[src/rtl/fetch_pkg.sv]
`default_nettype none

package fetch_pkg;

  // --------------------------------------------------------------------------
  // widths
  // --------------------------------------------------------------------------

  // byte address of an instruction or the program counter
  typedef logic [31:0] addr_t;

  // raw 32-bit instruction word from memory
  typedef logic [31:0] inst_t;

  // pc after reset
  localparam addr_t RESET_PC = 32'h0000_1000;

  // sequential step, no compressed instructions
  localparam addr_t PC_STEP = 32'd4;

  // --------------------------------------------------------------------------
  // rv32i major opcodes seen by the pre-decoder
  // --------------------------------------------------------------------------
  localparam logic [6:0] OPC_BRANCH = 7'b110_0011;
  localparam logic [6:0] OPC_JAL    = 7'b110_1111;
  localparam logic [6:0] OPC_JALR   = 7'b110_0111;

  // --------------------------------------------------------------------------
  // fetch controller states
  // --------------------------------------------------------------------------
  // same codes as the older fetch unit, so waveforms still line up
  typedef enum logic [2:0] {
    ST_IDLE         = 3'b000,
    ST_WAIT_READY   = 3'b001,
    ST_WAIT_ARREADY = 3'b010,
    ST_WAIT_RVALID  = 3'b011,
    ST_WAIT_BRANCH  = 3'b100
  } fetch_state_e;

endpackage

`default_nettype wire

[src/rtl/fetch_controller.sv]
`timescale 1ns/1ps
`default_nettype none

module fetch_controller (
  input  logic                    clock,
  input  logic                    reset,

  // start fetching, looked at only in idle
  input  logic                    fetch_en_i,

  // memory read channel
  output logic                    arvalid_o,
  input  logic                    arready_i,
  input  logic                    rvalid_i,
  output logic                    rready_o,

  // downstream handshake towards decode
  output logic                    valid_o,
  input  logic                    ready_i,

  // back end redirect strobe
  input  logic                    redirect_valid_i,

  // from pre-decode
  input  logic                    is_wait_branch_i,

  // write enables for pc and instruction register
  output logic                    pc_we_o,
  output logic                    redirect_we_o,
  output logic                    inst_we_o,

  // current state, also used for debug
  output fetch_pkg::fetch_state_e state_o
);

  import fetch_pkg::*;

  fetch_state_e state_q;
  fetch_state_e state_d;

  // --------------------------------------------------------------------------
  // state decoded outputs
  // --------------------------------------------------------------------------
  assign arvalid_o = (state_q == ST_WAIT_ARREADY);
  assign rready_o  = (state_q == ST_WAIT_RVALID);
  assign valid_o   = (state_q == ST_WAIT_READY);
  assign state_o   = state_q;

  // capture the word on the read handshake
  assign inst_we_o = rready_o && rvalid_i;

  // advance pc on acceptance unless the target is still unknown
  assign pc_we_o = valid_o && ready_i && !is_wait_branch_i;

  // redirect only counts while we are actually waiting for it
  assign redirect_we_o = (state_q == ST_WAIT_BRANCH) && redirect_valid_i;

  // --------------------------------------------------------------------------
  // state register
  // --------------------------------------------------------------------------
  always_ff @(posedge clock) begin
    if (reset) begin
      state_q <= ST_IDLE;
    end else begin
      state_q <= state_d;
    end
  end

  // --------------------------------------------------------------------------
  // next state
  // --------------------------------------------------------------------------
  always_comb begin
    state_d = state_q;
    case (state_q)
      ST_IDLE: begin
        if (fetch_en_i) begin
          state_d = ST_WAIT_ARREADY;
        end
      end
      // address held until the memory takes it
      ST_WAIT_ARREADY: begin
        if (arready_i) begin
          state_d = ST_WAIT_RVALID;
        end
      end
      ST_WAIT_RVALID: begin
        if (rvalid_i) begin
          state_d = ST_WAIT_READY;
        end
      end
      // word on offer to decode
      ST_WAIT_READY: begin
        if (ready_i) begin
          state_d = is_wait_branch_i ? ST_WAIT_BRANCH : ST_WAIT_ARREADY;
        end
      end
      // stalled until the back end resolves the target
      ST_WAIT_BRANCH: begin
        if (redirect_valid_i) begin
          state_d = ST_WAIT_ARREADY;
        end
      end
      default: state_d = ST_IDLE;
    endcase
  end

endmodule

`default_nettype wire

[src/rtl/fetch_inst_reg.sv]
`timescale 1ns/1ps
`default_nettype none

module fetch_inst_reg (
  input  logic             clock,
  input  logic             reset,

  // write strobe on read handshake
  input  logic             inst_we_i,

  // incoming word and the address that fetched it
  input  fetch_pkg::inst_t rdata_i,
  input  fetch_pkg::addr_t pc_i,

  // held pair for decode and pre-decode
  output fetch_pkg::inst_t inst_o,
  output fetch_pkg::addr_t pc_o
);

  import fetch_pkg::*;

  inst_t inst_q;
  addr_t pc_q;

  // word and pc captured together
  // pair stays put while the pc register moves on
  always_ff @(posedge clock) begin
    if (reset) begin
      inst_q <= '0;
      pc_q   <= '0;
    end else if (inst_we_i) begin
      inst_q <= rdata_i;
      pc_q   <= pc_i;
    end
  end

  assign inst_o = inst_q;
  assign pc_o   = pc_q;

endmodule

`default_nettype wire

[src/rtl/fetch_pc_unit.sv]
`timescale 1ns/1ps
`default_nettype none

module fetch_pc_unit (
  input  logic             clock,
  input  logic             reset,

  // write enables from the controller
  input  logic             pc_we_i,
  input  logic             redirect_we_i,

  // pre-decode result for the held word
  input  logic             is_jal_i,
  input  fetch_pkg::addr_t jal_offset_i,

  // resolved target from the back end
  input  fetch_pkg::addr_t redirect_pc_i,

  // current fetch address
  output fetch_pkg::addr_t pc_o
);

  import fetch_pkg::*;

  addr_t pc_q;
  addr_t seq_pc;
  addr_t jal_pc;
  addr_t redirect_pc;
  addr_t pc_d;

  // --------------------------------------------------------------------------
  // candidate targets
  // --------------------------------------------------------------------------
  // pc still points at the word in flight, only one request at a time
  assign seq_pc = pc_q + PC_STEP;
  assign jal_pc = pc_q + jal_offset_i;

  // word aligned, low bits dropped
  assign redirect_pc = {redirect_pc_i[31:2], 2'b00};

  // --------------------------------------------------------------------------
  // next pc select
  // --------------------------------------------------------------------------
  always_comb begin
    pc_d = pc_q;
    // redirect and pc_we never overlap, different states
    if (redirect_we_i) begin
      pc_d = redirect_pc;
    end else if (pc_we_i) begin
      pc_d = is_jal_i ? jal_pc : seq_pc;
    end
  end

  // --------------------------------------------------------------------------
  // pc register
  // --------------------------------------------------------------------------
  always_ff @(posedge clock) begin
    if (reset) begin
      pc_q <= RESET_PC;
    end else begin
      pc_q <= pc_d;
    end
  end

  assign pc_o = pc_q;

endmodule

`default_nettype wire

[src/rtl/fetch_predecode.sv]
`timescale 1ns/1ps
`default_nettype none

module fetch_predecode (
  // word held in the instruction register
  input  fetch_pkg::inst_t inst_i,

  // classification
  output logic             is_wait_branch_o,
  output logic             is_jal_o,

  // sign-extended j-type immediate
  output fetch_pkg::addr_t jal_offset_o
);

  import fetch_pkg::*;

  logic [6:0] opcode;
  addr_t      j_imm;

  // major opcode lives in the low seven bits
  assign opcode = inst_i[6:0];

  // --------------------------------------------------------------------------
  // classify
  // --------------------------------------------------------------------------
  always_comb begin
    is_wait_branch_o = 1'b0;
    is_jal_o         = 1'b0;
    case (opcode)
      // target unknown until the back end resolves it
      OPC_BRANCH: is_wait_branch_o = 1'b1;
      // register based target, also resolved later
      OPC_JALR:   is_wait_branch_o = 1'b1;
      // pc relative, target known right here
      OPC_JAL:    is_jal_o         = 1'b1;
      // anything else falls through to pc+4
      default: begin
        is_wait_branch_o = 1'b0;
        is_jal_o         = 1'b0;
      end
    endcase
  end

  // --------------------------------------------------------------------------
  // j-type immediate
  // --------------------------------------------------------------------------
  // imm[20|10:1|11|19:12] sits in inst[31:12]
  // bit 0 always zero, sign taken from inst[31]
  assign j_imm = {{11{inst_i[31]}},
                  inst_i[31],
                  inst_i[19:12],
                  inst_i[20],
                  inst_i[30:21],
                  1'b0};

  // only meaningful for a jal
  assign jal_offset_o = is_jal_o ? j_imm : '0;

endmodule

`default_nettype wire

[src/rtl/fetch_top.sv]
`timescale 1ns/1ps
`default_nettype none

module fetch_top (
  input  logic                    clock,
  input  logic                    reset,

  // fetch enable, sampled in idle
  input  logic                    fetch_en_i,

  // instruction memory read channel
  output logic                    arvalid_o,
  input  logic                    arready_i,
  output fetch_pkg::addr_t        araddr_o,
  input  logic                    rvalid_i,
  output logic                    rready_o,
  input  fetch_pkg::inst_t        rdata_i,

  // to decode
  output logic                    valid_o,
  input  logic                    ready_i,
  output fetch_pkg::inst_t        inst_o,
  output fetch_pkg::addr_t        pc_o,

  // back end redirect
  input  logic                    redirect_valid_i,
  input  fetch_pkg::addr_t        redirect_pc_i,

  // debug
  output fetch_pkg::fetch_state_e state_o
);

  import fetch_pkg::*;

  // --------------------------------------------------------------------------
  // internal nets
  // --------------------------------------------------------------------------
  // controller enables
  logic  pc_we;
  logic  redirect_we;
  logic  inst_we;

  // pre-decode results
  logic  is_wait_branch;
  logic  is_jal;
  addr_t jal_offset;

  // fetch pc and the held pair
  addr_t pc;
  inst_t inst;
  addr_t inst_pc;

  // --------------------------------------------------------------------------
  // sequencing
  // --------------------------------------------------------------------------
  fetch_controller u_controller (
    .clock            (clock),
    .reset            (reset),
    .fetch_en_i       (fetch_en_i),
    .arvalid_o        (arvalid_o),
    .arready_i        (arready_i),
    .rvalid_i         (rvalid_i),
    .rready_o         (rready_o),
    .valid_o          (valid_o),
    .ready_i          (ready_i),
    .redirect_valid_i (redirect_valid_i),
    .is_wait_branch_i (is_wait_branch),
    .pc_we_o          (pc_we),
    .redirect_we_o    (redirect_we),
    .inst_we_o        (inst_we),
    .state_o          (state_o)
  );

  // classify the held word
  fetch_predecode u_predecode (
    .inst_i           (inst),
    .is_wait_branch_o (is_wait_branch),
    .is_jal_o         (is_jal),
    .jal_offset_o     (jal_offset)
  );

  // next pc
  fetch_pc_unit u_pc_unit (
    .clock         (clock),
    .reset         (reset),
    .pc_we_i       (pc_we),
    .redirect_we_i (redirect_we),
    .is_jal_i      (is_jal),
    .jal_offset_i  (jal_offset),
    .redirect_pc_i (redirect_pc_i),
    .pc_o          (pc)
  );

  // held word and its pc
  fetch_inst_reg u_inst_reg (
    .clock     (clock),
    .reset     (reset),
    .inst_we_i (inst_we),
    .rdata_i   (rdata_i),
    .pc_i      (pc),
    .inst_o    (inst),
    .pc_o      (inst_pc)
  );

  // read address is the live pc
  assign araddr_o = pc;

  // decode sees the captured pair
  assign inst_o = inst;
  assign pc_o   = inst_pc;

endmodule

`default_nettype wire

[config.mk]
export PLATFORM = sky130hd
export DESIGN_NAME = fetch_top
export DESIGN_NICKNAME = d
export VERILOG_FILES = /design/src/rtl/fetch_pkg.sv /design/src/rtl/fetch_controller.sv /design/src/rtl/fetch_inst_reg.sv /design/src/rtl/fetch_pc_unit.sv /design/src/rtl/fetch_predecode.sv /design/src/rtl/fetch_top.sv
export SDC_FILE = /design/constraint.sdc
export NUM_CORES = 1
export LEC_CHECK = 0
export BUFFER_PORTS_ARGS = -buffer_cell sky130_fd_sc_hd__buf_2
export CORE_ASPECT_RATIO = 1.2
export CORE_MARGIN = 5
export CORE_UTILIZATION = 53
export DETAILED_ROUTE_END_ITERATION = 16
export PLACE_DENSITY = 0.81
export SYNTH_ARGS = -nofsm -noshare
export SYNTH_HDL_FRONTEND = slang
export SYNTH_SLANG_ARGS = --single-unit
export TNS_END_PERCENT = 100
[constraint.sdc]
create_clock -name clock -period 4.6 [get_ports clock]
set_input_delay 0.69 -clock clock [delete_from_list [all_inputs] [get_ports clock]]
set_output_delay 0.69 -clock clock [all_outputs]
set_load 0.01 [all_outputs]
; ---- Word-level counts from Yosys, hierarchy flattened
; Index checks and enable logic that the tools add are counted.
[classes]
n_reduce_logical = 10
eq_ne = 12
muxes = 13
n_addsub = 2
[ops]
columns = op, n
row1 = $mux W32, 4
row2 = $add A32 B3 Y32 const B, 1
row3 = $add A32 B32 Y32, 1
row4 = $eq A7 B7 Y1 const B, 3
row5 = $mux W3, 6
row6 = $pmux W3 S5, 1
row7 = $ne A2 B2 Y1 const B, 4
row8 = $eq A3 B2 Y1 const B, 2
row9 = $reduce_and A5 Y1, 1
row10 = $logic_and A1 B1 Y1, 4
row11 = $reduce_or A2 Y1, 2
row12 = $eq A3 B1 Y1 const B, 1
row13 = $eq A3 B3 Y1 const B, 1
row14 = $logic_not A3 Y1, 1
row15 = $mux W1, 2
row16 = $ne A2 B1 Y1 const B, 1
row17 = $reduce_bool A2 Y1, 1
row18 = $logic_not A1 Y1, 1
[word_totals]
register_bits = 99
word_cells = 42
out_inout_bits = 102
inputBits = 71

; ---- Longest topological paths before layout
[depth]
depth_word = 7
ltp_mapped = 16
ltp_nobuf = 13

; ---- By module
; From an unflattened synthesis, not the netlist that was laid out.
[hier_totals]
hier_cells = 861
hier_area_um2 = 6971.7
[modules_own_cells]
columns = module, instances, area_each_um2, seq_area_each_um2, cells_each
row1 = fetch_pc_unit, 1, 4020.1, 640.6, 565
row2 = fetch_inst_reg, 1, 2290.9, 1281.2, 206
row3 = fetch_predecode, 1, 422.9, 0.0, 61
row4 = fetch_controller, 1, 237.7, 60.1, 29

; ---- Least setup slack after synthesis
; No wires, ideal clock.
[synth_timing]
path_kind = reg2reg
start = register u_inst_reg.inst_q[1] (netlist: u_inst_reg.inst_o[1])
end = register u_pc_unit.pc_q[27] (netlist: u_pc_unit.pc_o[27])
setup_slack_ns = 0.859
path_buffers = 3
t_arrival_ns = 3.608
setup_time_ns = 0.132
synth_period_minus_slack_ns = 3.741
stages_incl_launch_ff = 16
t_required_ns = 4.468
path_cell_list = dfxtp_1 > and3b_1 > and4_1 > clkbuf_1 > clkbuf_1 > clkbuf_1 > and2_1 > ha_1 > a21o_1 > a21o_1 > o32ai_2 > a2111oi_2 > or4_1 > and4_1 > o21ai_1 > a21oi_1
[synth_via]
elab_chain_len = 7
elab_cells_between_ends = 14
classes_between = add/sub: 1 / eq/ne: 3 / mux: 6 / reduce/logical: 4
[synth_lines]
columns = element, line_no
row1 = "start, declared", fetch_inst_reg.sv:22  ; inst_t inst_q;
row2 = "start signal, assigned", fetch_inst_reg.sv:32  ; inst_q <= rdata_i;
row3 = $eq A7 B7 Y1, fetch_predecode.sv:30  ; case (opcode)
row4 = $mux W1, fetch_predecode.sv:30
row5 = $mux W32, fetch_predecode.sv:58  ; assign jal_offset_o = is_jal_o ? j_imm : '0;
row6 = $add A32 B32 Y32, fetch_pc_unit.sv:36  ; assign jal_pc = pc_q + jal_offset_i;
row7 = $mux W32, fetch_pc_unit.sv:50  ; pc_d = is_jal_i ? jal_pc : seq_pc;
row8 = $mux W32, fetch_pc_unit.sv:49  ; end else if (pc_we_i) begin
row9 = $mux W32, fetch_pc_unit.sv:47  ; if (redirect_we_i) begin
row10 = "end signal, assigned", fetch_pc_unit.sv:61  ; pc_q <= pc_d;
row11 = "end, declared", fetch_pc_unit.sv:25  ; addr_t pc_q;
; Parallel ways exist; a longest one is shown, timed or not. The select of a mux whose other input is x is not followed.
; A chain may end at the register's enable or synchronous reset.

; ---- Worst setup path in the final report
[layout_timing]
start = register u_inst_reg.inst_q[4] (netlist: u_inst_reg.inst_o[4])
end = register u_pc_unit.pc_q[25] (netlist: u_pc_unit.pc_o[25])
; Same word-level chain as after synthesis.

==> results.txt <==
* Worst Max-Slew Pin Slew: 0.997 ns
* Wire length of the first global-routing pass: 29900 um
- In the final design database the tool counted about 1100 nets.
- Launch instance of the worst min-delay path: u_inst_reg.inst_o[11]$_SDFFE_PP0P_
- Flip-flop and latch count after synthesis: 97
- Pin count of the biggest net entering global routing: 64
* Via count of the first global-routing pass: 5984
- Along the worst path, the maximum fanout reaches 26.
- For this run, the register share of the synthesized area comes to 0.320.
- For met1 alone, demand over resource in global routing was 0.335.
- Post-detailed-route via-to-cell ratio: 5.88
- Leading cell type in the layout, fill and taps excluded: nand2_1
* Die extent in x: about 110 um
- Clock transition at the registers of the reported paths: 0.07 ns
- After floorplanning, the core was sized to cover 11100 sq um.
- Once the clock tree was built, the setup fixing pass inserted 0 buffers.
* End of the worst register-to-register path: u_pc_unit.pc_o[25]$_SDFFE_PP0P_
- Routability congestion estimate: 0.952
- The final max-slew violation count is 0.
* Total DRC errors in the routed layout: 0
- The die covers 13700 sq um.
* CTS Sinks: 97
- VDD sags by at most just under 0.2 mV.
- Met2 capacity usage during global routing: 0.459
* Number of buffers inserted during clock tree synthesis: 9
- The worst pin sits at a relative slew slack of 0.333.
* Hold WC Path Type: reg -> reg
* Pre-CTS setup slack: 0.594 ns
* Diodes inserted: 0
* Boundary pin count: 173
* Cell leakage power: 0.00305 uW
- After detailed routing, the average wire length per cell comes to about 17 um.
* PD cells: 239 nW/um^2
- The clock passes through at most 2 buffers.
- Depth of the worst register-to-register path: 13
- Synthesis handed over a netlist of between 800 and 900 instances.
* Layout overhead on the synthesized area: 19.1%
- Number of library cell types mapped by synthesis: 69
- The synthesized netlist occupies a cell area of 6070 sq um.
- Post-Place Cells: between 1000 and 1500
* Die Ht: 127 um
* Site row count: 42
- For this run, the top clock speed supported by timing is 0.247 GHz.
- Across all register-to-register paths, the minimum setup slack is 0.56 ns.
- In the finished design, the share of the clock period the worst path needs comes to 0.879.
- Count of max-cap constraint violations: 0
- Beginning of the worst register-to-register path: u_inst_reg.inst_o[4]$_SDFFE_PP0P_
- Signal arrival time at the worst endpoint: 4.33 ns
- The finished layout holds approximately 1100 standard cells, fillers aside.
- The total overflow left after global routing is 0.
- The routed design has roughly 19000 um of wire.
- CTS tree: built
* Routing usage on met3: 0.0414
- Summed over all nets, the half-perimeter wirelength after detailed placement is about 14000 um.
- Clock tree synthesis selected as its root buffer the cell clkbuf_16.
- Number of enable flip-flop cells after synthesis: 0
- Once layout is complete, the utilization of the core stands at 0.649.
- Total number of yosys warnings: 0
* Top library cells by usage in the layout, fill and taps aside: nand2_1, buf_2, a21oi_1
- Fraction of registers with async set or reset after synthesis: 0
- Starting utilization of the core area: 0.545
* Average instance area after synthesis: ~7.4 sq um
- Setup repair after global routing missed its margin: no
- Detailed routing inserted a total of 6569 vias.
- Port buffering added around 170 buffers.
* Number of design-rule violations left by the first detailed-router iteration: 482
- Across every metal layer, demand over resource in global routing totals 0.268.
* Endpoint type of the worst setup path: flip-flop
- In this run, post-CTS repair resized a total of 0 instances.
- Period minus WS final: 4.04 ns
- Clock latency on the worst-skew pair, taken at its later pin, is 0.35 ns.
- Post-CTS Hold Fix Bufs: 0
- H-tree depth: 3
- Ratio of cells with drive above 1 in the final layout: 0.220
- The worst hold path passes through 2 cells.
- For the final routed database, the setup TNS stands at 0 ns.
* Fin Clk Skew: 0.00865 ns
* Run status: completed
* Type of origin of the critical path: flip-flop
- DR pass1 iterations: 5
* Post-synth top flop: dfxtp_1
* Critical path data required time: approximately 5 ns
- Endpoints failing hold: 0
* Antenna-violating nets left: 0
- In this run the most used layer during global routing was met2.
* Kind of critical path: reg -> reg
* Number of antenna violations at the first check in global routing: 0
- After layout, the worst setup slack is 0.559 ns.
* WHS Endpoint: u_inst_reg.inst_o[11]$_SDFFE_PP0P_
- Final setup fails: 0
stage by stage:
step | instance area [sq um] | hold WS, ns | total power [uW]
finish | 7230 | 0.452 | 1730
global route | 7230 | 0.468 | 1790
CTS | 7230 | 0.453 | 1740
detailed placement | 6930 | 0.443 | 998
global placement | 6930 | 0.439 | 998
floorplan | 6080 | 0.481 | 943
sequential cells by signal, summed over array words and instances (netlist names), named ones only:
name                  flops
u_pc_unit.pc_o           30
u_inst_reg.inst_o        32
u_inst_reg.pc_o          31
u_controller.state_o      3
critical path, stage by stage, from the launching register on:
cell	delay (ns)
dfxtp_1	0.37
and3b_1	0.21
and4_1	0.45
and2_1	0.28
ha_1	0.20
fa_1	0.42
a21oi_1	0.22
o221a_2	0.29
o21ai_1	0.12
and3_1	0.20
nor2_1	0.28
mux2_4	0.34
or4_1	0.51
nand4_1	0.10
synthesized netlist by cell type (all sizes together), types with 15 or more instances:
master	n	area share
a21oi	109	0.090
and2	24	0.025
and3	15	0.015
clkbuf	42	0.027
dfxtp	97	0.32
ha	20	0.041
nand2	171	0.11
nand3	27	0.022
nand4	17	0.019
nor2	56	0.037
nor3	24	0.020
o21ai	25	0.021
xnor2	19	0.027
routing by layer:
layer / up-vias / wire length (um)
met5: - / 0
met2: 306 / 9260
met3: 65 / 1360
li1: 3215 / -
met1: 2983 / 7620
met4: 0 / 785
worst max-delay path by stage:
stage,start,endpoint,cells after the start
2_1_floorplan,u_inst_reg.inst_o[1]$_SDFFE_PP0P_,u_pc_unit.pc_o[27]$_SDFFE_PP0P_,15
3_3_place_gp,u_inst_reg.inst_o[4]$_SDFFE_PP0P_,u_pc_unit.pc_o[25]$_SDFFE_PP0P_,13
3_5_place_dp,u_inst_reg.inst_o[4]$_SDFFE_PP0P_,u_pc_unit.pc_o[25]$_SDFFE_PP0P_,13
4_1_cts,u_inst_reg.inst_o[4]$_SDFFE_PP0P_,u_pc_unit.pc_o[25]$_SDFFE_PP0P_,13
5_1_grt,u_inst_reg.inst_o[4]$_SDFFE_PP0P_,u_pc_unit.pc_o[25]$_SDFFE_PP0P_,13
6_report,u_inst_reg.inst_o[4]$_SDFFE_PP0P_,u_pc_unit.pc_o[25]$_SDFFE_PP0P_,13
kinds of logic (layout without fill, tap and decap cells):
kind of cell	count (synthesis)	after routing	synth area share
buf+inv	65	204	0.0488
mux	9	9	0.0161
flops	97	97	0.320
compound gates	216	216	0.220
fa+ha+maj	21	21	0.0445
other cells	1	2	0.000618
simple gates	385	385	0.307
xor+xnor	30	30	0.0433
power breakdown:
part	switching, uW	internal [uW]
Combinational	70.9	47.3
Clock	355	393
Sequential	13.0	848
Total	439	1290
layout make-up:
cell class                 instances  area (sq um)
fill                            1080          3910
multi-input combinational        663          3840
sequential                        97          1940
timing repair buffer             178           918
clock buffer                      10           239
tap                              154           193
clock inverter                     6          60.1
inverter                          10          37.5
No activity file was read; power rests on OpenSTA's default activity.
